**src/cache_pkg.sv**
```systemverilog
`default_nettype none

package cache_pkg;

   // word-addressed front end
   localparam int ADDR_W        = 16;
   localparam int DATA_W        = 32;
   localparam int NBYTES        = DATA_W / 8;     // byte lanes per word

   // cache geometry
   localparam int N_WAYS        = 4;
   localparam int WAY_W         = 2;              // log2 of N_WAYS
   localparam int INDEX_W       = 4;              // 16 sets
   localparam int OFFSET_W      = 2;
   localparam int LINE_WORDS    = 4;              // 2**OFFSET_W words per line
   localparam int TAG_W         = ADDR_W - INDEX_W - OFFSET_W;

   // pending memory writes, 2**WTBUF_DEPTH_W entries
   localparam int WTBUF_DEPTH_W = 2;

   // word address layout is {tag, index, offset}
   typedef logic [DATA_W-1:0]         word_t;
   typedef logic [NBYTES-1:0]         strb_t;
   typedef logic [ADDR_W-1:0]         addr_t;
   typedef logic [TAG_W-1:0]          tag_t;
   typedef logic [INDEX_W-1:0]        index_t;
   typedef logic [OFFSET_W-1:0]       offset_t;
   typedef logic [ADDR_W-OFFSET_W-1:0] line_addr_t;  // tag and index, as sent on refill
   typedef logic [N_WAYS-1:0]         way_mask_t;   // one bit per way

endpackage

`default_nettype wire
```
**src/cache_way.sv**
```systemverilog
`timescale 1ns/1ps
`default_nettype none

module cache_way (
   input  wire                   clk,
   input  wire                   rst,
   input  wire                   en,         // read (and write) enable
   input  wire cache_pkg::index_t  index,
   input  wire cache_pkg::tag_t    tag,      // tag of the current request
   input  wire cache_pkg::offset_t offset,
   input  wire cache_pkg::strb_t   we,       // byte enables, already gated for this way
   input  wire cache_pkg::word_t   wdata,
   input  wire                   set_valid,
   input  wire                   clear_all,
   output logic                  hit,
   output cache_pkg::word_t      rdata
);
   import cache_pkg::*;

   word_t                 data_mem [2**INDEX_W][LINE_WORDS];
   tag_t                  tag_mem  [2**INDEX_W];
   logic [2**INDEX_W-1:0] valid_q;   // one bit per line
   tag_t                  tag_rd;
   logic                  valid_rd;
   logic                  fill_line;

   assign fill_line = en && set_valid && (|we);

   // byte-enabled data array, read-first
   always_ff @(posedge clk)
   begin
      if (en)
      begin
         for (int b = 0; b < NBYTES; b++)
         begin
            if (we[b])
               data_mem[index][offset][8*b +: 8] <= wdata[8*b +: 8];
         end
         rdata <= data_mem[index][offset];
      end
   end

   // tag array, written only during refill
   always_ff @(posedge clk)
   begin
      if (fill_line)
         tag_mem[index] <= tag;
      if (en)
         tag_rd <= tag_mem[index];
   end

   always_ff @(posedge clk)
   begin
      if (rst || clear_all)
      begin
         valid_q  <= '0;  // invalidate drops every line at once
         valid_rd <= 1'b0;
      end
      else
      begin
         if (fill_line)
            valid_q[index] <= 1'b1;
         if (en)
            valid_rd <= valid_q[index];
      end
   end

   assign hit = valid_rd && (tag_rd == tag);  // compare in the lookup cycle

endmodule

`default_nettype wire

```
**config.mk**
```make
export PLATFORM = sky130hd
export DESIGN_NAME = cache_way
export DESIGN_NICKNAME = d
export VERILOG_FILES = /design/src/cache_pkg.sv /design/src/cache_way.sv
export SDC_FILE = /design/constraint.sdc
export NUM_CORES = 2
export LEC_CHECK = 0
export BUFFER_PORTS_ARGS = -buffer_cell sky130_fd_sc_hd__buf_2
export CAP_MARGIN = 20
export CORE_AREA = 2 2 539 407
export DETAILED_ROUTE_END_ITERATION = 8
export DIE_AREA = 0 0 541 409
export PLACE_DENSITY_LB_ADDON = 0.1
export SLEW_MARGIN = 30
export SYNTH_ARGS = -nofsm -noshare
export SYNTH_HDL_FRONTEND = slang
export SYNTH_SLANG_ARGS = --single-unit
```
**constraint.sdc**
```tcl
create_clock -name clk -period 2.8 [get_ports clk]
set_input_delay 0.56 -clock clk [delete_from_list [all_inputs] [get_ports clk]]
set_output_delay 0.56 -clock clk [all_outputs]
set_load 0.03 [all_outputs]
```
==> metrics <==
outcome completed; dpl cells 7212; port bufs 89; FILL cells 17790; clock period minus worst slack 2612 ps; worst-margin pin slew 981.7 ps; Reg power frac 52.8%; Non-Filler Instances 7628; Placed Area 0.09546 mm^2; Top Metal Used met4; CTS root buf clkbuf_16; skew final 49.84 ps; remaining antenna violation count after routing 0; DR iter-0 viols 4603; Seq/Total Area, Yosys 78.87%; Post-Syn Instances 3843; Final Hold Viols 0; Syn Area/Cell 22.40 um^2; Syn Nets 3900; P_int 55970 uW; CTS Buffer Depth 4; Leak Pwr 0.03284 uW; WS Path Type flop to output pin; Via-to-Cell Ratio 5.534; total global routing overflow 0; distinct cell type count after synthesis 29; Clock transition at path regs 60 ps; Chip Height 409 um; hold_ws 75.15 ps; Layout area overhead 19.24%; final WL 228500 um; final instance area 0.1027 mm^2; Post-synth EDFFs 2250; H-tree Lvls 4; Residual DRC 0; clk sinks 2267; Initial Utilization 39.88%; Crit-path slowest cell edfxtp_1; Final Slew Violations 0; drt first pass iters 6; most frequent cells in the layout edfxtp_1 (2250), mux4_2 (566), buf_4 (558); share of cells above drive strength 1 34.94%; Adder-Cell Fraction of Synth Area 0%; largest net degree at the start of global routing 65; core area 0.2159 mm^2; Main synth FF type edfxtp_1; Nets 4649; Avg WL per Cell 29.95 um; CP Max Fanout 1; combinational family with the most area after synthesis multiplexers; Buf/Inv on CP 1; post-DP HPWL 147000 um; Worst VDD drop 0.0004754 V; vias in the first global route 42920; crit path launch type flop; Yosys reg bits 2267; Crit path arrival time 2050 ps; met3 wire length 15090 um; Switch Pwr 15290 uW; RSZ-0062 raised after global routing false; WL met1 106200 um; Worst-Skew Late Latency 890 ps; hold path depth 1; synthesized cell area 0.08610 mm^2; total number of vias 42220; Max-slew headroom 34.31%; number of antenna violations at the first check in global routing 19; source of the worst register-to-register timing path data_mem[15][35]$_DFFE_PP_; top cell family by delay on the critical path flip-flops; Crit. End Element output pin; slowest stage delay, CP 430 ps; P per Cell Area 694.1 mW/mm^2; Post-CTS Setup Inserts 0; Tcrit/Tclk final 93.28%; Critical Path RT 2240 ps; Switching Share 21.45%; mux cell area share after synthesis 14.80%; FF-to-FF End rdata[3]$_DFFE_PP_; worst hold path class input port to flop; final setup vio count 0; simple-gate area share of the yosys netlist 1.774%; hold_sp tag[2]; R2R depth 4; f_max 382.9 MHz; yosys warns 0; Num CTS Buffers 227; async set or reset register ratio after synthesis 0%; Sum Neg Setup Slack 0 ps; final core utilization 47.55%; clock share of power 41.9%; first-pass GRT wire length 324500 um; met2 wire length 102400 um; Die X 541 um; Total GRT Usage 20.59%; cells along the critical path xnor2_1, nand4_1, nor3_2, clkbuf_4; Compound-Gate Fraction of Synth Area 3.142%; Site Rows 148; die area 0.2213 mm^2; most common cell after layout, fill and taps aside edfxtp_1; max cap viols 0; CTS tree built; combinational power share 5.3%; io pins 90; GP Congestion 0.7531; Post-Synth XOR/XNOR Area 0.1017%; flop2flop setup slack 550 ps; Hold Path End tag_mem[3][2]$_DFFE_PP_
## cell type report
type | instances | area, um^2 | share of cell area [%]
Sequential cell | 2267 | 67910 | 66.14
Multi-Input combinational cell | 1340 | 17170 | 16.72
Timing Repair Buffer | 756 | 6844 | 6.666
Clock buffer | 262 | 5812 | 5.661
Tap cell | 2850 | 3566 | 3.473
Clock inverter | 149 | 1366 | 1.331
Antenna cell | 4 | 10.01 | 0.009749
## worst max path at each step
stage	startpoint	to	slack, ps	cells after the start
final	tag_rd[4]$_DFFE_PP_	hit	190	4
after global routing	tag_rd[9]$_DFFE_PP_	hit	40	4
after CTS	tag_rd[4]$_DFFE_PP_	hit	20	4
after detailed placement	index[0]	rdata[28]$_DFFE_PP_	-430	8
after global placement	index[0]	rdata[3]$_DFFE_PP_	-450	7
after floorplan	index[0]	data_mem[1][0]$_DFFE_PP_	20	10
## layer usage
metal | vias to the layer above | track usage [%]
met2 | 1426 | 30.61
met3 | 286 | 3.438
met5 | - | 0
li1 | 17820 | -
met1 | 22690 | 31.78
met4 | 0 | 4.719
## flip-flops by register name, indices dropped and copies added (netlist names)
name      count
valid_rd      1
rdata        32
tag_rd       10
valid_q      16
tag_mem     160
data_mem   2048
## what timing repair did
| item | CTS | global route |
|---|---|---|
| endpoints found under the hold margin | 8 | 0 |
| hold buffers | 1 | 0 |
| resized for setup | 0 | 2 |
| endpoints found under the setup margin | 0 | 1 |
## power groups by stage
stage               logic, uW  clock network [uW]  registers (uW)
finish                   3780               29900           37600
global placement         3820                   0           38400
detailed placement       3850                   0           38400
CTS                      3850               30600           37600
floorplan                1690                   0           38400
global route             4040               31900           37600
## cells by family (layout without fill, tap and decap cells)
family / Yosys count / in the layout
DFF: 2267 / 2267
muxes: 566 / 566
AOI/OAI and AO/OA: 403 / 403
and+or+nand+nor: 361 / 361
buffers and inverters: 236 / 1167
xor gates and xnor gates: 10 / 10
other: 0 / 4
## cell usage after synthesis (4+ instances only)
cell type,instances,share of area (%)
a21oi_1,128,0.74
a22oi_1,256,2.2
buf_1,14,0.061
buf_2,41,0.24
buf_4,13,0.11
buf_6,19,0.25
clkbuf_1,149,0.65
dfxtp_1,17,0.40
edfxtp_1,2250,78
mux4_2,566,15
nand2_1,31,0.14
nand3_1,6,0.035
nor2_1,276,1.2
nor2b_1,4,0.029
o21a_1,16,0.14
or4_1,33,0.29
xnor2_1,10,0.10
## worst register-to-register path, stage by stage (launching register included)
cell	delay, ps
edfxtp_1	360
mux4_2	460
a22oi_1	380
a21oi_1	240
or4_1	550
## per-stage QoR
step	setup slack, ps	total power [uW]
3_5_place_dp	-426.5	42200
4_1_cts	23.82	72080
2_1_floorplan	24.62	40070
3_3_place_gp	-452.5	42180
6_report	188.2	71260
5_1_grt	38.20	73550
No activity file was read; power rests on OpenSTA's default activity.
