**src/cache_pkg.sv**
```systemverilog
`default_nettype none

package cache_pkg;

   // word-addressed front end
   localparam int ADDR_W        = 16;
   localparam int DATA_W        = 32;
   localparam int NBYTES        = DATA_W / 8;     // byte lanes per word

   // cache geometry
   localparam int N_WAYS        = 4;
   localparam int WAY_W         = 2;              // log2 of N_WAYS
   localparam int INDEX_W       = 4;              // 16 sets
   localparam int OFFSET_W      = 2;
   localparam int LINE_WORDS    = 4;              // 2**OFFSET_W words per line
   localparam int TAG_W         = ADDR_W - INDEX_W - OFFSET_W;

   // pending memory writes, 2**WTBUF_DEPTH_W entries
   localparam int WTBUF_DEPTH_W = 2;

   // word address layout is {tag, index, offset}
   typedef logic [DATA_W-1:0]         word_t;
   typedef logic [NBYTES-1:0]         strb_t;
   typedef logic [ADDR_W-1:0]         addr_t;
   typedef logic [TAG_W-1:0]          tag_t;
   typedef logic [INDEX_W-1:0]        index_t;
   typedef logic [OFFSET_W-1:0]       offset_t;
   typedef logic [ADDR_W-OFFSET_W-1:0] line_addr_t;  // tag and index, as sent on refill
   typedef logic [N_WAYS-1:0]         way_mask_t;   // one bit per way

endpackage

`default_nettype wire
```
**src/write_through_buffer.sv**
```systemverilog
`timescale 1ns/1ps
`default_nettype none

module write_through_buffer #(
   parameter int DEPTH_W = 2
) (
   input  wire                   clk,
   input  wire                   rst,
   input  wire                   push,
   input  wire cache_pkg::addr_t push_addr,
   input  wire cache_pkg::word_t push_data,
   input  wire cache_pkg::strb_t push_strb,
   // memory write channel
   output logic                  wr_valid,
   output cache_pkg::addr_t      wr_addr,
   output cache_pkg::word_t      wr_data,
   output cache_pkg::strb_t      wr_strb,
   input  wire                   wr_ready,
   output logic                  full,
   output logic                  empty
);
   import cache_pkg::*;

   addr_t              addr_mem [2**DEPTH_W];
   word_t              data_mem [2**DEPTH_W];
   strb_t              strb_mem [2**DEPTH_W];
   logic [DEPTH_W-1:0] head;    // oldest entry
   logic [DEPTH_W-1:0] tail;    // next free slot
   logic [DEPTH_W:0]   count;
   logic               push_ok;
   logic               pop;

   assign push_ok = push && !full;
   assign pop     = wr_valid && wr_ready;
   assign empty   = (count == '0);
   assign full    = (count == (DEPTH_W+1)'(2**DEPTH_W));

   always_ff @(posedge clk)
   begin
      if (push_ok)
      begin
         addr_mem[tail] <= push_addr;
         data_mem[tail] <= push_data;
         strb_mem[tail] <= push_strb;
      end
   end

   always_ff @(posedge clk)
   begin
      if (rst)
      begin
         head  <= '0;
         tail  <= '0;
         count <= '0;
      end
      else
      begin
         if (push_ok)
            tail <= tail + 1'b1;  // pointers wrap with the depth
         if (pop)
            head <= head + 1'b1;
         case ({push_ok, pop})
            2'b10:   count <= count + 1'b1;
            2'b01:   count <= count - 1'b1;
            default: count <= count;
         endcase
      end
   end

   // head entry sits directly on the channel
   assign wr_valid = !empty;
   assign wr_addr  = addr_mem[head];
   assign wr_data  = data_mem[head];
   assign wr_strb  = strb_mem[head];

endmodule

`default_nettype wire

```
**config.mk**
```make
export PLATFORM = sky130hd
export DESIGN_NAME = write_through_buffer
export DESIGN_NICKNAME = d
export VERILOG_FILES = /design/src/cache_pkg.sv /design/src/write_through_buffer.sv
export SDC_FILE = /design/constraint.sdc
export NUM_CORES = 1
export LEC_CHECK = 0
export BUFFER_PORTS_ARGS = -buffer_cell sky130_fd_sc_hd__buf_4
export CAP_MARGIN = 15
export CORE_MARGIN = 3
export CORE_UTILIZATION = 57
export DETAILED_ROUTE_END_ITERATION = 10
export PLACE_DENSITY = 0.79
export SLEW_MARGIN = 20
export SYNTH_ARGS = -nofsm -noshare
export SYNTH_HDL_FRONTEND = slang
export SYNTH_SLANG_ARGS = --single-unit
```
**constraint.sdc**
```tcl
create_clock -name clk -period 2.61 [get_ports clk]
set_input_delay 0.261 -clock clk [delete_from_list [all_inputs] [get_ports clk]]
set_output_delay 0.261 -clock clk [all_outputs]
set_load 0.03 [all_outputs]
```
==> flow_summary.yaml, run 1 <==
status:
  status: "completed"
logic_synthesis:
  netlist_instances: 327
  synth_edf_count: 208
  synth_top_flop_cell: "edfxtp_1"
  yosysWarnings: 0
  synth.most_common_cell: "edfxtp_1"
  synth.cell_area_mm2: 0.00799
  synth_cell_type_count: 22
  ys_ff_latch: 217
  netlist_top_cells_count: "208 x edfxtp_1, 52 x mux4_2, 9 x dfxtp_1, 9 x inv_1"
  synth_nets: 389
  ys_top_cells_by_area: "edfxtp_1 78%, mux4_2 15%, dfxtp_1 2.3%, ha_1 0.78%, buf_6 0.70%"
  synth_area_leader_cell: "edfxtp_1"
  synth.avg_cell_area_um2: 24.4
  yosysSeqAreaShare_pct: 80.4
  synthDominantCellAreaShare_pct: 78.2
  async_reset_ff_share_pct: 0
cells_and_area:
  syn_to_final_growth_pct: 28.5
  fin_util_pct: 76.3
  antenna_cells: 0
  final_cell_count_no_fill: 704
  multi_input_area_mm2: 0.00144
  fillerInstances: 751
  seq_area_mm2: 0.00643
  nets: 574
  drive_gt1_share_pct: 40.5
  final_area_mm2: 0.0103
critical_path:
  r2r_setup_slack_ps: 250
  r2r_end: "count[2]"
  worstPathRequired_ps: 3010
  crit_type: "reg2reg"
  timing.rr.start: "count[2]"
  endpoint: "count[2]"
  crit_start: "count[2]"
  arrival_ps: 2760
  worst_r2r_path_depth: 9
  critical_path.startpoint_type: "flop"
  end_kind: "flop"
  crit_path_max_fanout: 6
floorplanning:
  initial_utilization_pct: 59.4
  fp.dieH_um: 124
  fp-row-count: 42
  die_w_um: 124
  ios: 111
  die_area_mm2: 0.0155
  coreArea_mm2: 0.0135
pwr:
  irDropWorstVdd_uv: 1060
  power_density_mw_per_mm2: 987
  p_leak_nw: 3.55
timing:
  fin_crit_ps: 2360
  fmax_mhz: 424
  worstMarginPinSlew_ps: 541
  setup_tns_ps: 0
  slew-limit-headroom_pct: 63.9
  min_period_over_period_pct: 90.3
  hold_viol: 0
  final_max_slew_viol_count: 0
  rsz0062_at_grt: "false"
  finalClockSkew_ps: 6.73
  setup_viol: 0
detailed_routing:
  num_vias: 3885
  drc_errors: 0
  routed_wl_um: 14400
  drtAntennaViolNets: 0
  avgViaCountPerCell: 5.52
  first_pass_iters: 4
  route.detailed.wl_per_inst_um: 20.5
  drt-initial-drc-count: 245
clock_network:
  clkSinkCount: 217
  post_cts_buffers: 0
  tritoncts: "built"
  clock_path_buffers: 3
  insertion_delay_ps: 480
  numCtsBuffers: 22
  hold_buffers: 53
  cts_root_buf: "clkbuf_16"
  cts_resized: 0
  h-tree-depth: 1
  clk_pin_slew_worst_paths_ps: 60
grt:
  grt_pass1_wl_um: 23300
  grt_max_degree: 52
  antenna_found_initial: 0
  first_global_vias: 4310
  grt_use_total_pct: 18.9
  grt_overflow: 0
place:
  dp_hpwl_um: 8140
  io_buffers: 110
  placed_area_mm2: 0.00907
  placed_cells: 611
  place.gp.congestion: 0.750
min_path:
  holdCritPathClass: "in2reg"
job:
  cap_violations: 0
==> worst min path at each step <==
stage                            to  depth (start not counted)     startpoint
finish                      tail[0]                          4           push
global route                tail[0]                          4           push
CTS                         tail[0]                          4           push
detailed placement  data_mem[0][16]                          1  push_data[16]
global placement     addr_mem[2][4]                          1   push_addr[4]
floorplan            addr_mem[0][0]                          0   push_addr[0]
==> final cells by class <==
cell class | instances | area share [%]
sequential | 217 | 62.6
timing repair buffer | 174 | 14.4
multi-input combinational | 88 | 14.1
clock buffer | 29 | 5.92
tap | 176 | 2.14
clock inverter | 11 | 0.536
inverter | 9 | 0.329
==> layout by cell type (no fill, tap or decap), types with 4 or more instances in the layout <==
| cell type | count |
|---|---|
| a21oi_1 | 4 |
| edfxtp_1 | 208 |
| ha_1 | 5 |
| clkinv_2 | 8 |
| clkbuf_1 | 5 |
| inv_1 | 9 |
| and2_2 | 4 |
| dlygate4sd3_1 | 53 |
| mux4_2 | 52 |
| buf_4 | 118 |
| nor2_1 | 6 |
| clkbuf_16 | 23 |
| dfxtp_1 | 7 |
==> per-stage QoR <==
stage / power (mW) / hold WS, ps / worst slack, ps
2_1_floorplan: 6.36 / 360 / 120
3_3_place_gp: 7.29 / 460 / 566
3_5_place_dp: 7.34 / 463 / 338
4_1_cts: 10.2 / 149 / 239
5_1_grt: 10.5 / 229 / 107
6_report: 10.1 / 185 / 252
==> cell families (layout without fill, tap and decap cells) <==
kind of cell             Yosys count  after routing  share of synthesized area [%]
flip-flops                       217            217                           80.4
multiplexers                      53             53                           14.8
buffers and inverters             22            223                           1.60
AND/OR/NAND/NOR                   18             18                           1.28
AO/OA/AOI/OAI                      8              8                          0.532
adder cells (fa/ha/maj)            6              6                           1.03
XOR/XNOR                           3              3                          0.329
==> critical path, stage by stage (launching register included) <==
cell and delay, ps:
dfxtp_1 380, nor3b_2 320, nor2_1 170, inv_1 90
ha_1 190, inv_1 60, fa_1 380, xor2_1 160
or3_1 330, a21oi_1 190
==> power breakdown <==
group          internal [mW]  total, mW  switching, mW
Clock                   1.64       2.83           1.19
Combinational           1.33       2.98           1.65
Sequential              4.17       4.33          0.158
==> routing by layer <==
| metal | GRT usage [%] | routed length, um |
|---|---|---|
| met5 | 0 | 0 |
| met4 | 4.77 | 197 |
| met3 | 3.34 | 779 |
| met2 | 31.3 | 7480 |
| met1 | 26.8 | 5940 |
==> state kept, by name (all words and copies together), names as in the netlist, named ones only <==
signal and cells:
data_mem 128, addr_mem 64, strb_mem 16, count 3, head 2, tail 2
Power figures use the tool's default switching activity.
==> inputs of run 2 (changes only) <==
==> constraint.sdc (replaced) <==
create_clock -name clk -period 2.61 [get_ports clk]
set_input_delay 0.6525 -clock clk [delete_from_list [all_inputs] [get_ports clk]]
set_output_delay 0.6525 -clock clk [all_outputs]
set_load 0.03 [all_outputs]
==> run 2 against run 1 <==
Routed wire length decreased by 3.8%. Sequential power about the same. Clock skew increased by 7.6 ps. Total power decreased by 1.2%. Critical path type is now reg2out. Largest cell class unchanged.
==> flow_summary.yaml, run 2 (synthesis results as in run 1) <==
detailed_routing:
  drtAntennaViolNets: 0
  route.detailed.wl_per_inst_um: 21.2
  routed_wl_um: 13900
  drc_errors: 0
  num_vias: 3653
  drt-initial-drc-count: 278
  avgViaCountPerCell: 5.58
  first_pass_iters: 4
floorplanning:
  die_area_mm2: 0.0155
  die_w_um: 124
  coreArea_mm2: 0.0135
  fp-row-count: 42
  ios: 111
  fp.dieH_um: 124
  initial_utilization_pct: 59.4
clock_network:
  insertion_delay_ps: 480
  cts_root_buf: "clkbuf_16"
  numCtsBuffers: 21
  tritoncts: "built"
  h-tree-depth: 1
  clkSinkCount: 217
  clock_path_buffers: 3
  clk_pin_slew_worst_paths_ps: 60
pwr:
  pwr-share-clk_pct: 26.9
  netSwitchingFraction_pct: 29.3
  p_comb_share_pct: 30.2
  power_density_mw_per_mm2: 1030
  intPower_mw: 7.08
  irDropWorstVdd_uv: 939
  p_leak_nw: 3.35
  p_switching_mw: 2.93
  p_seq_share_pct: 42.9
timing:
  setup_tns_ps: 0
  hold_viol: 0
  min_period_over_period_pct: 96.5
  final_max_slew_viol_count: 0
  finalClockSkew_ps: 14.3
  fin_crit_ps: 2520
  whs_ps: 367
  slew-limit-headroom_pct: 68.9
  setup_viol: 0
  rsz0062_at_grt: "false"
  worstMarginPinSlew_ps: 466
  fmax_mhz: 397
grt:
  grt_pass1_wl_um: 22100
  antenna_found_initial: 0
  grt_max_degree: 46
  first_global_vias: 4033
  grt_overflow: 0
  grt_use_total_pct: 18.3
cells_and_area:
  drive_gt1_share_pct: 45.1
  final_area_mm2: 0.00976
  final_cell_count_no_fill: 655
  largest_register: "data_mem"
  syn_to_final_growth_pct: 22.1
  largest_reg_flops: 128
  nets: 528
  final_common_cell: "edfxtp_1"
  reg_top3: "data_mem (128), addr_mem (64), strb_mem (16)"
  antenna_cells: 0
  final_cell_mix: "208 x edfxtp_1, 125 x buf_4, 52 x mux4_2"
critical_path:
  r2r_setup_slack_ps: 410
  worst_r2r_path_depth: 9
  end_kind: "output port"
  timing.rr.start: "count[2]"
  crit_type: "reg2out"
  endpoint: "wr_data[27]"
  r2r_end: "count[2]"
  worstPathRequired_ps: 1960
  crit_path_max_fanout: 15
  arrival_ps: 1870
  critical_path.startpoint_type: "flop"
min_path:
  hold_depth: 1
  holdCritPathClass: "in2reg"
place:
  placed_area_mm2: 0.00909
  dp_hpwl_um: 8570
  io_buffers: 110
  placed_cells: 613
  place.gp.congestion: 0.718
job:
  cap_violations: 0
status:
  status: "completed"
run 2: area by class of cell:
class                   instances  area (um^2)
inverters                       9         33.8
flip-flops and latches        217         6430
well taps                     176          220
multi-input cells              88         1440
fillers                       824         3700
clock buffers                  22          529
clock inverters                14         88.8
repair buffers                129         1010
run 2: how the worst min path moves through the flow:
stage	start	end	slack, ps
finish	push_data[28]	data_mem[0][28]	370
global route	push_data[30]	data_mem[2][30]	360
CTS	push_addr[3]	addr_mem[1][3]	350
detailed placement	head[1]	flop	510
global placement	head[1]	flop	460
floorplan	head[1]	flop	460
run 2: routing by layer:
metal	up-vias	track usage [%]	routed length (um)	part of all wire [%]
met5	-	0	0	0
met4	0	3.93	152	1.1
met3	12	3.90	797	5.8
met2	91	32.5	7420	54
met1	1909	23.4	5490	40
li1	1641	-	-	-
run 2: power by group through the flow:
stage / combinational, mW / clock (mW) / sequential [mW]
global route: 3.20 / 2.92 / 4.33
detailed placement: 2.96 / 0 / 4.41
CTS: 3.03 / 2.75 / 4.31
global placement: 2.93 / 0 / 4.38
finish: 3.02 / 2.69 / 4.30
floorplan: 2.06 / 0 / 4.29
run 2: critical path: stages (launching register included):
cell,delay [ps]
dfxtp_4,450
buf_12,200
mux4_2,550
buf_4,190
run 2: timing repair:
action	in CTS	in global routing
gates cloned	0	0
gates resized for setup	0	1
hold buffers	0	0
endpoints found under the setup margin	42	9
setup buffers	3	3
run 2: through the flow:
stage	util (%)	worst slack, ps	power (mW)
2_1_floorplan	-	253	6.35
3_3_place_gp	67.6	386	7.31
3_5_place_dp	67.6	291	7.37
4_1_cts	72.3	14.1	10.1
5_1_grt	72.5	24.3	10.4
6_report	72.5	92.2	10.0
