### src/cache_pkg.sv
`default_nettype none

package cache_pkg;

   // word-addressed front end
   localparam int ADDR_W        = 16;
   localparam int DATA_W        = 32;
   localparam int NBYTES        = DATA_W / 8;     // byte lanes per word

   // cache geometry
   localparam int N_WAYS        = 4;
   localparam int WAY_W         = 2;              // log2 of N_WAYS
   localparam int INDEX_W       = 4;              // 16 sets
   localparam int OFFSET_W      = 2;
   localparam int LINE_WORDS    = 4;              // 2**OFFSET_W words per line
   localparam int TAG_W         = ADDR_W - INDEX_W - OFFSET_W;

   // pending memory writes, 2**WTBUF_DEPTH_W entries
   localparam int WTBUF_DEPTH_W = 2;

   // word address layout is {tag, index, offset}
   typedef logic [DATA_W-1:0]         word_t;
   typedef logic [NBYTES-1:0]         strb_t;
   typedef logic [ADDR_W-1:0]         addr_t;
   typedef logic [TAG_W-1:0]          tag_t;
   typedef logic [INDEX_W-1:0]        index_t;
   typedef logic [OFFSET_W-1:0]       offset_t;
   typedef logic [ADDR_W-OFFSET_W-1:0] line_addr_t;  // tag and index, as sent on refill
   typedef logic [N_WAYS-1:0]         way_mask_t;   // one bit per way

endpackage

`default_nettype wire
### src/way_resolve.sv
`timescale 1ns/1ps
`default_nettype none

module way_resolve (
   input  wire                                           clk,
   input  wire                                           rst,
   input  wire cache_pkg::index_t                        index,
   input  wire cache_pkg::way_mask_t                     way_hit,
   input  wire cache_pkg::word_t [cache_pkg::N_WAYS-1:0] way_rdata,
   input  wire                                           update,
   input  wire                                           clear_all,
   output logic                                          hit_any,
   output cache_pkg::word_t                              rdata,
   output cache_pkg::way_mask_t                          victim
);
   import cache_pkg::*;

   way_mask_t        plru_q [2**INDEX_W];  // bit set = recently used
   way_mask_t        plru_cur;
   way_mask_t        touch;
   way_mask_t        plru_or;
   logic [WAY_W-1:0] hit_idx;

   assign hit_any = |way_hit;

   // at most one way hits, encode it for the data mux
   always_comb
   begin
      hit_idx = '0;
      for (int w = 0; w < N_WAYS; w++)
      begin
         if (way_hit[w])
            hit_idx = WAY_W'(w);
      end
   end

   assign rdata    = way_rdata[hit_idx];
   assign plru_cur = plru_q[index];

   // lowest way with a clear bit
   always_comb
   begin
      victim = '0;
      for (int w = N_WAYS - 1; w >= 0; w--)
      begin
         if (!plru_cur[w])
            victim = way_mask_t'(1 << w);
      end
   end

   // on a refill nothing hits yet, so the filled way is the victim
   assign touch   = hit_any ? way_hit : victim;
   assign plru_or = plru_cur | touch;

   always_ff @(posedge clk)
   begin
      if (rst || clear_all)
      begin
         for (int i = 0; i < 2**INDEX_W; i++)
            plru_q[i] <= '0;
      end
      else if (update)
      begin
         plru_q[index] <= (&plru_or) ? '0 : plru_or;  // all used, start over
      end
   end

endmodule

`default_nettype wire

### config.mk
export PLATFORM = sky130hd
export DESIGN_NAME = way_resolve
export DESIGN_NICKNAME = d
export VERILOG_FILES = /design/src/cache_pkg.sv /design/src/way_resolve.sv
export SDC_FILE = /design/constraint.sdc
export NUM_CORES = 1
export LEC_CHECK = 0
export ABC_AREA = 0
export BUFFER_PORTS_ARGS = -buffer_cell sky130_fd_sc_hd__buf_2
export CAP_MARGIN = 20
export CORE_MARGIN = 10
export CORE_UTILIZATION = 47
export CTS_BUF_LIST = sky130_fd_sc_hd__clkbuf_4 sky130_fd_sc_hd__clkbuf_8 sky130_fd_sc_hd__clkbuf_16
export DETAILED_ROUTE_END_ITERATION = 16
export GPL_ROUTABILITY_DRIVEN = 0
export PLACE_DENSITY = 0.77
export REMOVE_ABC_BUFFERS = 1
export SLEW_MARGIN = 0
export SYNTH_ARGS = -nofsm -noshare
export SYNTH_HDL_FRONTEND = slang
export SYNTH_SLANG_ARGS = --single-unit
### constraint.sdc
create_clock -name clk -period 2.65 [get_ports clk]
set_input_delay 0.265 -clock clk [delete_from_list [all_inputs] [get_ports clk]]
set_output_delay 0.265 -clock clk [all_outputs]
set_load 0.05 [all_outputs]
==> impl.org, run 1 <==
** Run status
- The flow ran to the end, and the final reports show no timing, DRC or antenna violations.

** Drt
- After detailed routing, the average wire length per cell comes to 20.8 µm.
- Number of nets with antenna violations after detailed routing :: 0
- Before antenna repair, the detailed router went through 7 iterations.
- Count of routing violations after the opening detailed-route iteration :: 580
- Number of vias per cell :: 6.00
- Via count :: 4,660
- Post-Route WL :: 16,100 µm
- Number of DRC violations after detailed routing :: 0

** Clock tree
- Post-CTS setup-driven buffer insertion count :: 0
- Count of H-tree levels built during CTS :: 3
- Buffers inserted to repair hold after CTS numbered 0.
- TritonCTS clock tree :: built
- Clock-pin slew on the worst setup and hold paths :: 0.07 ns
- Counting along the longest clock path gives a buffer depth of 2.
- Master cell of the clock root buffer :: sky130_fd_sc_hd__clkbuf_8
- Worst-skew pair later-pin latency :: 0.34 ns
- Clock buffer count from CTS :: 9
- CTS saw 64 sinks.

** Timing
- # setup viols final :: 0
- Hold timing on the final database bottoms out at a slack of 0.517 ns.
- Pins Over Slew Limit :: 0
- Share of the clock period used by the worst path after layout :: 0.941
- For this run, the top clock speed supported by timing is 401 MHz.
- The worst pin sits at a relative slew slack of 0.552.
- RSZ-0062 raised after global routing :: no
- The worst path in the final design needs a cycle of 2.49 ns, including I/O delays and setup.
- The count of final hold-check violations was 0.
- Clk_skew :: 0.00673 ns
- For the pin with the worst max-slew slack, the measured transition is 0.672 ns.

** Synthesis
- Yosys mapped a number of flops with a built-in enable equal to 64.
- Area of the mapped netlist :: 0.00455 mm²
- Dominant cell type by area after synthesis :: sky130_fd_sc_hd__edfxtp_1
- Mean instance size in the synthesized netlist :: 9.63 µm²
- In the post-synthesis netlist, the biggest area contributors are sky130_fd_sc_hd__edfxtp_1 (42%), sky130_fd_sc_hd__mux2i_1 (13%), sky130_fd_sc_hd__nand2_1 (6.0%).
- The most used flip-flop cell after synthesis is sky130_fd_sc_hd__edfxtp_1.
- Counting flops with an async set or reset pin after synthesis yields a share of 0.
- Warnings, synthesis :: 0
- Sequential area share after synthesis :: 0.423
- Synthesis produced 472 cells.
- In this run, synthesis produced a sequential element count of 64.
- Count of distinct cell types in the synthesized netlist :: 38
- Area share of the largest cell type after synthesis :: 0.423

** Floorplan
- Row generation in the floorplan step produced 35 rows.
- IO Pins :: 177
- The initial utilization of the core area, before any placement, comes to 0.487.
- Height of the die :: 118 µm
- Core Area :: 0.00933 mm²
- Area of the die :: 0.0140 mm²
- Die width :: 118 µm

** Cells and area
- Of the cells placed in the final design, the portion with a size suffix greater than 1 is 0.380.
- The register with the most flip-flops in the layout has 64 of them.
- Once layout is complete, the cells apart from fillers number 777.
- More flip-flops sit in one register than any other, and that register is plru_q.
- Net count, final :: 778
- Signed area change from the synthesized netlist to the final layout :: 27.1%
- Measured on the finished design, the core utilization comes to 0.620.
- Regs by FF count :: plru_q: 64 flops

** Global route
- Total routing usage reported by global routing :: 0.216
- Maximum number of pins on one net before global-route repair :: 69
- Initial antenna violation count :: 5
- The first global-routing pass estimated 24,600 µm of wire.
- Total gr overflow :: 0
- Number of global-route vias before repair :: 4,333

** Critical path
- STA puts the critical path data required time at 2.79 ns.
- Along the worst path, the maximum fanout reaches 24.
- The critical path is of the reg -> reg type.
- At the worst endpoint, the arrival time is 2.64 ns.
- Flop-to-flop setup slack :: 0.16 ns
- Critical Path Source Type :: flop
- The worst setup path is captured at a flop.

** Flow run
- The tool flagged a number of max-cap violations equal to 0.

** Min path
- Worst min-delay path class :: in -> reg

** Power
- Maximum vdd ir drop :: 0.000363 V
- For this design the ratio of total power to cell area is 479 mW/mm².
- In this run the static leakage power is 2.51 nW.

** Place
- The number of placed instances, taps included, is 756.
- HPWL reported at the end of detailed placement :: 12,400 µm
- Port buffer count :: 176
[power by group]
part,internal [mW],switching (mW),total [mW],leakage [nW]
Clock,0.386,0.343,0.729,0.0917
Sequential,1.16,0.0147,1.17,0.713
Combinational,0.282,0.585,0.868,1.70
[through the flow]
step	instance area [µm²]	worst slack (ns)	setup TNS [ns]	total power, mW
after global routing	5780	0.0545	0	2.88
final	5780	0.156	0	2.77
after floorplan	4290	-0.572	-16.02	1.66
after CTS	5760	0.106	0	2.77
after global placement	5600	0.152	0	2.03
after detailed placement	5600	0.0521	0	2.05
[what timing repair did]
item | CTS | global route
endpoints found under the setup margin | 0 | 10
endpoints found under the hold margin | 0 | 0
gates resized for setup | 0 | 2
[critical path, cell delays in order, from the launching register on]
cell and delay (ns):
sky130_fd_sc_hd__edfxtp_1 0.41, sky130_fd_sc_hd__mux4_2 0.48, sky130_fd_sc_hd__a22oi_1 0.16, sky130_fd_sc_hd__and3_1 0.20, sky130_fd_sc_hd__o31ai_1 0.10, sky130_fd_sc_hd__or2_2 0.34
sky130_fd_sc_hd__buf_4 0.24, sky130_fd_sc_hd__a311oi_1 0.33
[final cells by class]
type	instances	area, µm²
sequential	64	1920
fill	799	3550
inverter	3	11.3
clock inverter	1	5.00
timing repair buffer	201	1140
tap	129	161
antenna	6	15.0
clock buffer	14	161
multi-input combinational	359	2360
[kinds of logic (layout without fill, tap and decap cells)]
kind of cell           count (synthesis)  in the layout  share of synthesized area
muxes                                 61             61                      0.145
buffers and inverters                 49            219                     0.0586
other                                  0              6                          0
DFF                                   64             64                      0.423
AOI/OAI and AO/OA                    148            148                      0.235
and+or+nand+nor                      150            150                      0.138
[layer usage]
metal  global-route usage  vias to the layer above  routed length, µm
met2                0.358                      313               7860
li1                     -                     2138                  -
met1                0.260                     2152               5940
met4               0.0889                        0                655
met3               0.0557                       57               1680
met5                    0                        -                  0
[cell usage in the layout, fill, tap and decap left out, types with 3 or more instances in the layout]
| master | synthesis | layout |
|---|---|---|
| sky130_fd_sc_hd__a21oi_1 | 32 | 32 |
| sky130_fd_sc_hd__nand2_1 | 73 | 73 |
| sky130_fd_sc_hd__mux4_2 | 4 | 4 |
| sky130_fd_sc_hd__buf_12 | 0 | 6 |
| sky130_fd_sc_hd__mux2i_1 | 57 | 57 |
| sky130_fd_sc_hd__nor2b_1 | 3 | 3 |
| sky130_fd_sc_hd__nand3_1 | 9 | 9 |
| sky130_fd_sc_hd__clkbuf_8 | 0 | 9 |
| sky130_fd_sc_hd__a22oi_1 | 10 | 10 |
| sky130_fd_sc_hd__a311oi_1 | 16 | 16 |
| sky130_fd_sc_hd__buf_2 | 17 | 176 |
| sky130_fd_sc_hd__a211oi_2 | 20 | 20 |
| sky130_fd_sc_hd__o21ai_0 | 34 | 33 |
| sky130_fd_sc_hd__buf_4 | 2 | 19 |
| sky130_fd_sc_hd__diode_2 | 0 | 6 |
| sky130_fd_sc_hd__nor3_1 | 5 | 5 |
| sky130_fd_sc_hd__a211oi_1 | 28 | 28 |
| sky130_fd_sc_hd__edfxtp_1 | 64 | 64 |
| sky130_fd_sc_hd__clkbuf_4 | 0 | 5 |
| sky130_fd_sc_hd__nor2_1 | 48 | 47 |
[Yosys cell counts, types with 7 or more instances]
cell type,instances
sky130_fd_sc_hd__nand2_1,73
sky130_fd_sc_hd__edfxtp_1,64
sky130_fd_sc_hd__mux2i_1,57
sky130_fd_sc_hd__nor2_1,48
sky130_fd_sc_hd__o21ai_0,34
sky130_fd_sc_hd__a21oi_1,32
sky130_fd_sc_hd__a211oi_1,28
sky130_fd_sc_hd__a211oi_2,20
sky130_fd_sc_hd__buf_2,17
sky130_fd_sc_hd__a311oi_1,16
sky130_fd_sc_hd__clkbuf_1,15
sky130_fd_sc_hd__a22oi_1,10
sky130_fd_sc_hd__nand3_1,9
sky130_fd_sc_hd__buf_6,7
[path summary, 6_finish.rpt]
path,from,end,cells after the start
worst min-delay path,index[2],plru_q[12][3],3
worst max-delay path,plru_q[3][3],plru_q[10][0],7
worst min register to register,plru_q[8][3],plru_q[8][3],6
worst max register to register,plru_q[3][3],plru_q[10][0],7
No activity file was read; power rests on OpenSTA's default activity.
==> run 2: changes to the inputs <==
--- a/config.mk
+++ b/config.mk
@@ -8,7 +8,6 @@
 export ABC_AREA = 0
 export BUFFER_PORTS_ARGS = -buffer_cell sky130_fd_sc_hd__buf_2
 export CAP_MARGIN = 20
-export CORE_MARGIN = 10
 export CORE_UTILIZATION = 47
 export CTS_BUF_LIST = sky130_fd_sc_hd__clkbuf_4 sky130_fd_sc_hd__clkbuf_8 sky130_fd_sc_hd__clkbuf_16
 export DETAILED_ROUTE_END_ITERATION = 16
==> impl.org, run 2 (synthesis gave the netlist of run 1 again) <==
** Place
- The half-perimeter wire length after placement came to 10,700 µm (-14%).
- Port buffer count :: 176 (unchanged)
- The setup slack at placement was 0.0332 ns (-0.0189 ns).

** Timing
- The highest attainable clock frequency was 413 MHz (+3.0%).
- Setup repair after global routing left no endpoint under its margin.
- The setup violation total in the final timing report came to 0 (unchanged).
- The post-route minimum period was 2.42 ns (-0.0735 ns).
- The count of final hold-check violations was 0 (unchanged).
- Share of the clock period used by the worst path after layout :: 0.914 (-0.0278)
- The measured slew at the worst slew-check pin is 0.629 ns (-0.0438 ns).
- Worst setup slack after layout :: 0.229 ns (+0.0735 ns)
- Pins Over Slew Limit :: 0 (unchanged)
- The clock tree skew after final layout came to 0.00467 ns (-0.00206 ns).
- The relative max-transition margin is 0.581 (+0.0292).

** Global route
- Initial antenna violation count :: 1 (-4)
- The via count of the first global-routing pass was 4,099 (-5.4%).
- The residual overflow from global routing was 0 (unchanged).
- The wire length of the first global-routing pass came to 21,400 µm (-13%).
- Total routing usage reported by global routing :: 0.283 (+0.0673)
- Maximum number of pins on one net before global-route repair :: 69 (unchanged)

** Critical path
- Flop-to-flop setup slack :: 0.24 ns (+0.08 ns)
- The worst setup path is captured at an output port.
- Length in cells of the worst reg-to-reg path :: 7 (unchanged)
- R2R Path End :: plru_q[13][0]
- Worst r2r src :: plru_q[3][3]
- By startpoint and endpoint, the worst setup path is classified as reg -> out.
- Critical Path Source Type :: flop
- Data arrival, critical path :: 2.16 ns (-0.48 ns)
- Among all stages on the critical path, the largest delay is contributed by sky130_fd_sc_hd__edfxtp_1.
- The largest driver fanout on the critical path came to 4 (-83%).
- CP bufs+invs :: 2 (+1)
- The delay contributed by the slowest stage of the critical path came to 0.39 ns (-0.09 ns).
- The data required time at the worst endpoint is 2.38 ns (-0.41 ns).
- Cell family with the largest share of critical-path delay :: compound AO/OA/AOI/OAI gates
- The signal on the critical path passes through mux2i_1 -> a22oi_1 -> nand2_1 -> o21ai_1 -> inv_1 -> nor4_1 -> buf_2.

** Drt
- Post-Route WL :: 14,300 µm (-11%)
- Number of nets with antenna violations after detailed routing :: 0 (unchanged)
- Via count :: 4,537 (-2.6%)
- Total iterations of the first detailed-routing run :: 5 (-2)
- Count of routing violations after the opening detailed-route iteration :: 492 (-15%)
- The routed length per placed instance is 18.7 µm (-9.7%).
- Number of DRC violations after detailed routing :: 0 (unchanged)
- Number of vias per cell :: 5.93 (-1.1%)

** Min path
- The worst hold path begins at rst.
- The number of stages on the worst hold path is 4 (+1).
- In this run the worst hold path is classified as in -> reg.
- Capture endpoint of the worst hold path :: plru_q[14][3]

** Power
- The total chip power is 2.81 mW (+1.6%).
- The leakage power total was 2.48 nW (-1.1%).
- Power density over cell area :: 491 mW/mm² (+2.6%)
- The maximum resistive drop on vdd is 0.000359 V (-1.1%).

** Run status
- Status :: finished, final reports clean

** Clock tree
- The total number of clock tree sinks came to 64 (unchanged).
- # resized after CTS :: 0 (unchanged)
- Clock-pin slew on the worst setup and hold paths :: 0.07 ns (about the same)
- Worst-skew pair later-pin latency :: 0.34 ns (about the same)
- The maximum buffer depth of the clock tree is 2 (unchanged).
- The depth of the CTS H-tree is 3 (unchanged).
- TritonCTS clock tree :: built
- The TritonCTS buffer count came to 9 (unchanged).
- Quantity of hold-fixing buffers added after cts :: 0 (unchanged)
- Master cell of the clock root buffer :: sky130_fd_sc_hd__clkbuf_8
- Post-CTS setup-driven buffer insertion count :: 0 (unchanged)

** Cells and area
- Final standard cell utilization of the core :: 0.617 (-0.00287)
- Seq. cell area :: 0.00192 mm² (unchanged)
- The fraction of final layout cells sized beyond drive strength 1 is 0.370 (-0.00998).
- Multi-input logic area :: 0.00236 mm² (-0.11%)
- In the final layout, the registers with the most flip-flops are plru_q: 64 flops.
- Register bank with the most flops :: plru_q
- In the layout the commonest cells are sky130_fd_sc_hd__buf_2 (176), sky130_fd_sc_hd__nand2_1 (73), sky130_fd_sc_hd__edfxtp_1 (64), sky130_fd_sc_hd__mux2i_1 (57), sky130_fd_sc_hd__nor2_1 (48).
- Net count, final :: 771 (-0.90%)
- The library cell used most frequently in the layout, excluding fill and tap cells, is sky130_fd_sc_hd__buf_2.
- The filler cell count in the final layout is 814 (+1.9%).
- Compared with the post-synthesis result, the final layout area differs by 25.9%.
- The flip-flop count of the largest register, all copies and words added was 64 (unchanged).

** Floorplan
- The area of the placeable core is 0.00928 mm² (-0.47%).
- Initial cell density of the core :: 0.490 (+0.00230)
- Area of the die :: 0.0101 mm² (-28%)
- The boundary pin count was 177 (unchanged).
- The row count was 35 (unchanged).
- The height of the die was 100 µm (-15%).
- Die width :: 100 µm (-15%)

** Flow run
- Reported max-cap violation count :: 0 (unchanged)
## run 2: report_power, final
group	switching (mW)	total, mW	internal [mW]
Sequential	0.0149	1.17	1.16
Combinational	0.583	0.857	0.274
Clock	0.353	0.784	0.431
## run 2: worst max-delay path by stage
stage                      start             to  slack (ns)  depth (start not counted)
floorplan               index[2]      victim[2]       -0.57                          6
global placement        index[0]   plru_q[4][0]        0.12                          8
detailed placement      index[3]  plru_q[12][3]        0.03                          9
finish              plru_q[3][0]      victim[2]        0.23                          7
CTS                 plru_q[3][0]      victim[2]        0.12                          7
global route        plru_q[3][0]      victim[2]        0.06                          7
## run 2: routing by layer
layer	up-vias	GRT usage	part of all wire
li1	2113	-	-
met1	2117	0.385	0.40
met2	274	0.440	0.47
met3	33	0.0543	0.10
met4	0	0.127	0.027
met5	-	0	0
## run 2: cell type report
type,count,area share
timing repair buffer,194,0.191
clock buffer,10,0.0229
inverter,3,0.00197
antenna,1,0.000437
tap,129,0.0282
multi-input combinational,359,0.412
sequential,64,0.336
clock inverter,5,0.00852
## run 2: stage by stage
stage	TNS (ns)	instance area, µm²	std cells	hold slack (ns)
after floorplan	-16.02	4290	426	0.610
after global placement	0	5540	749	0.913
after detailed placement	0	5540	749	0.916
after CTS	0	5720	764	0.553
after global routing	0	5730	765	0.617
final	0	5730	765	0.576
## run 2: worst register-to-register path, delay by kind of cell, from the launching register on
family | cells | cell delay (ns)
muxes | 1 | 0.48
DFF | 1 | 0.39
AOI/OAI and AO/OA | 3 | 0.59
buffers and inverters | 1 | 0.18
and+or+nand+nor | 2 | 0.59
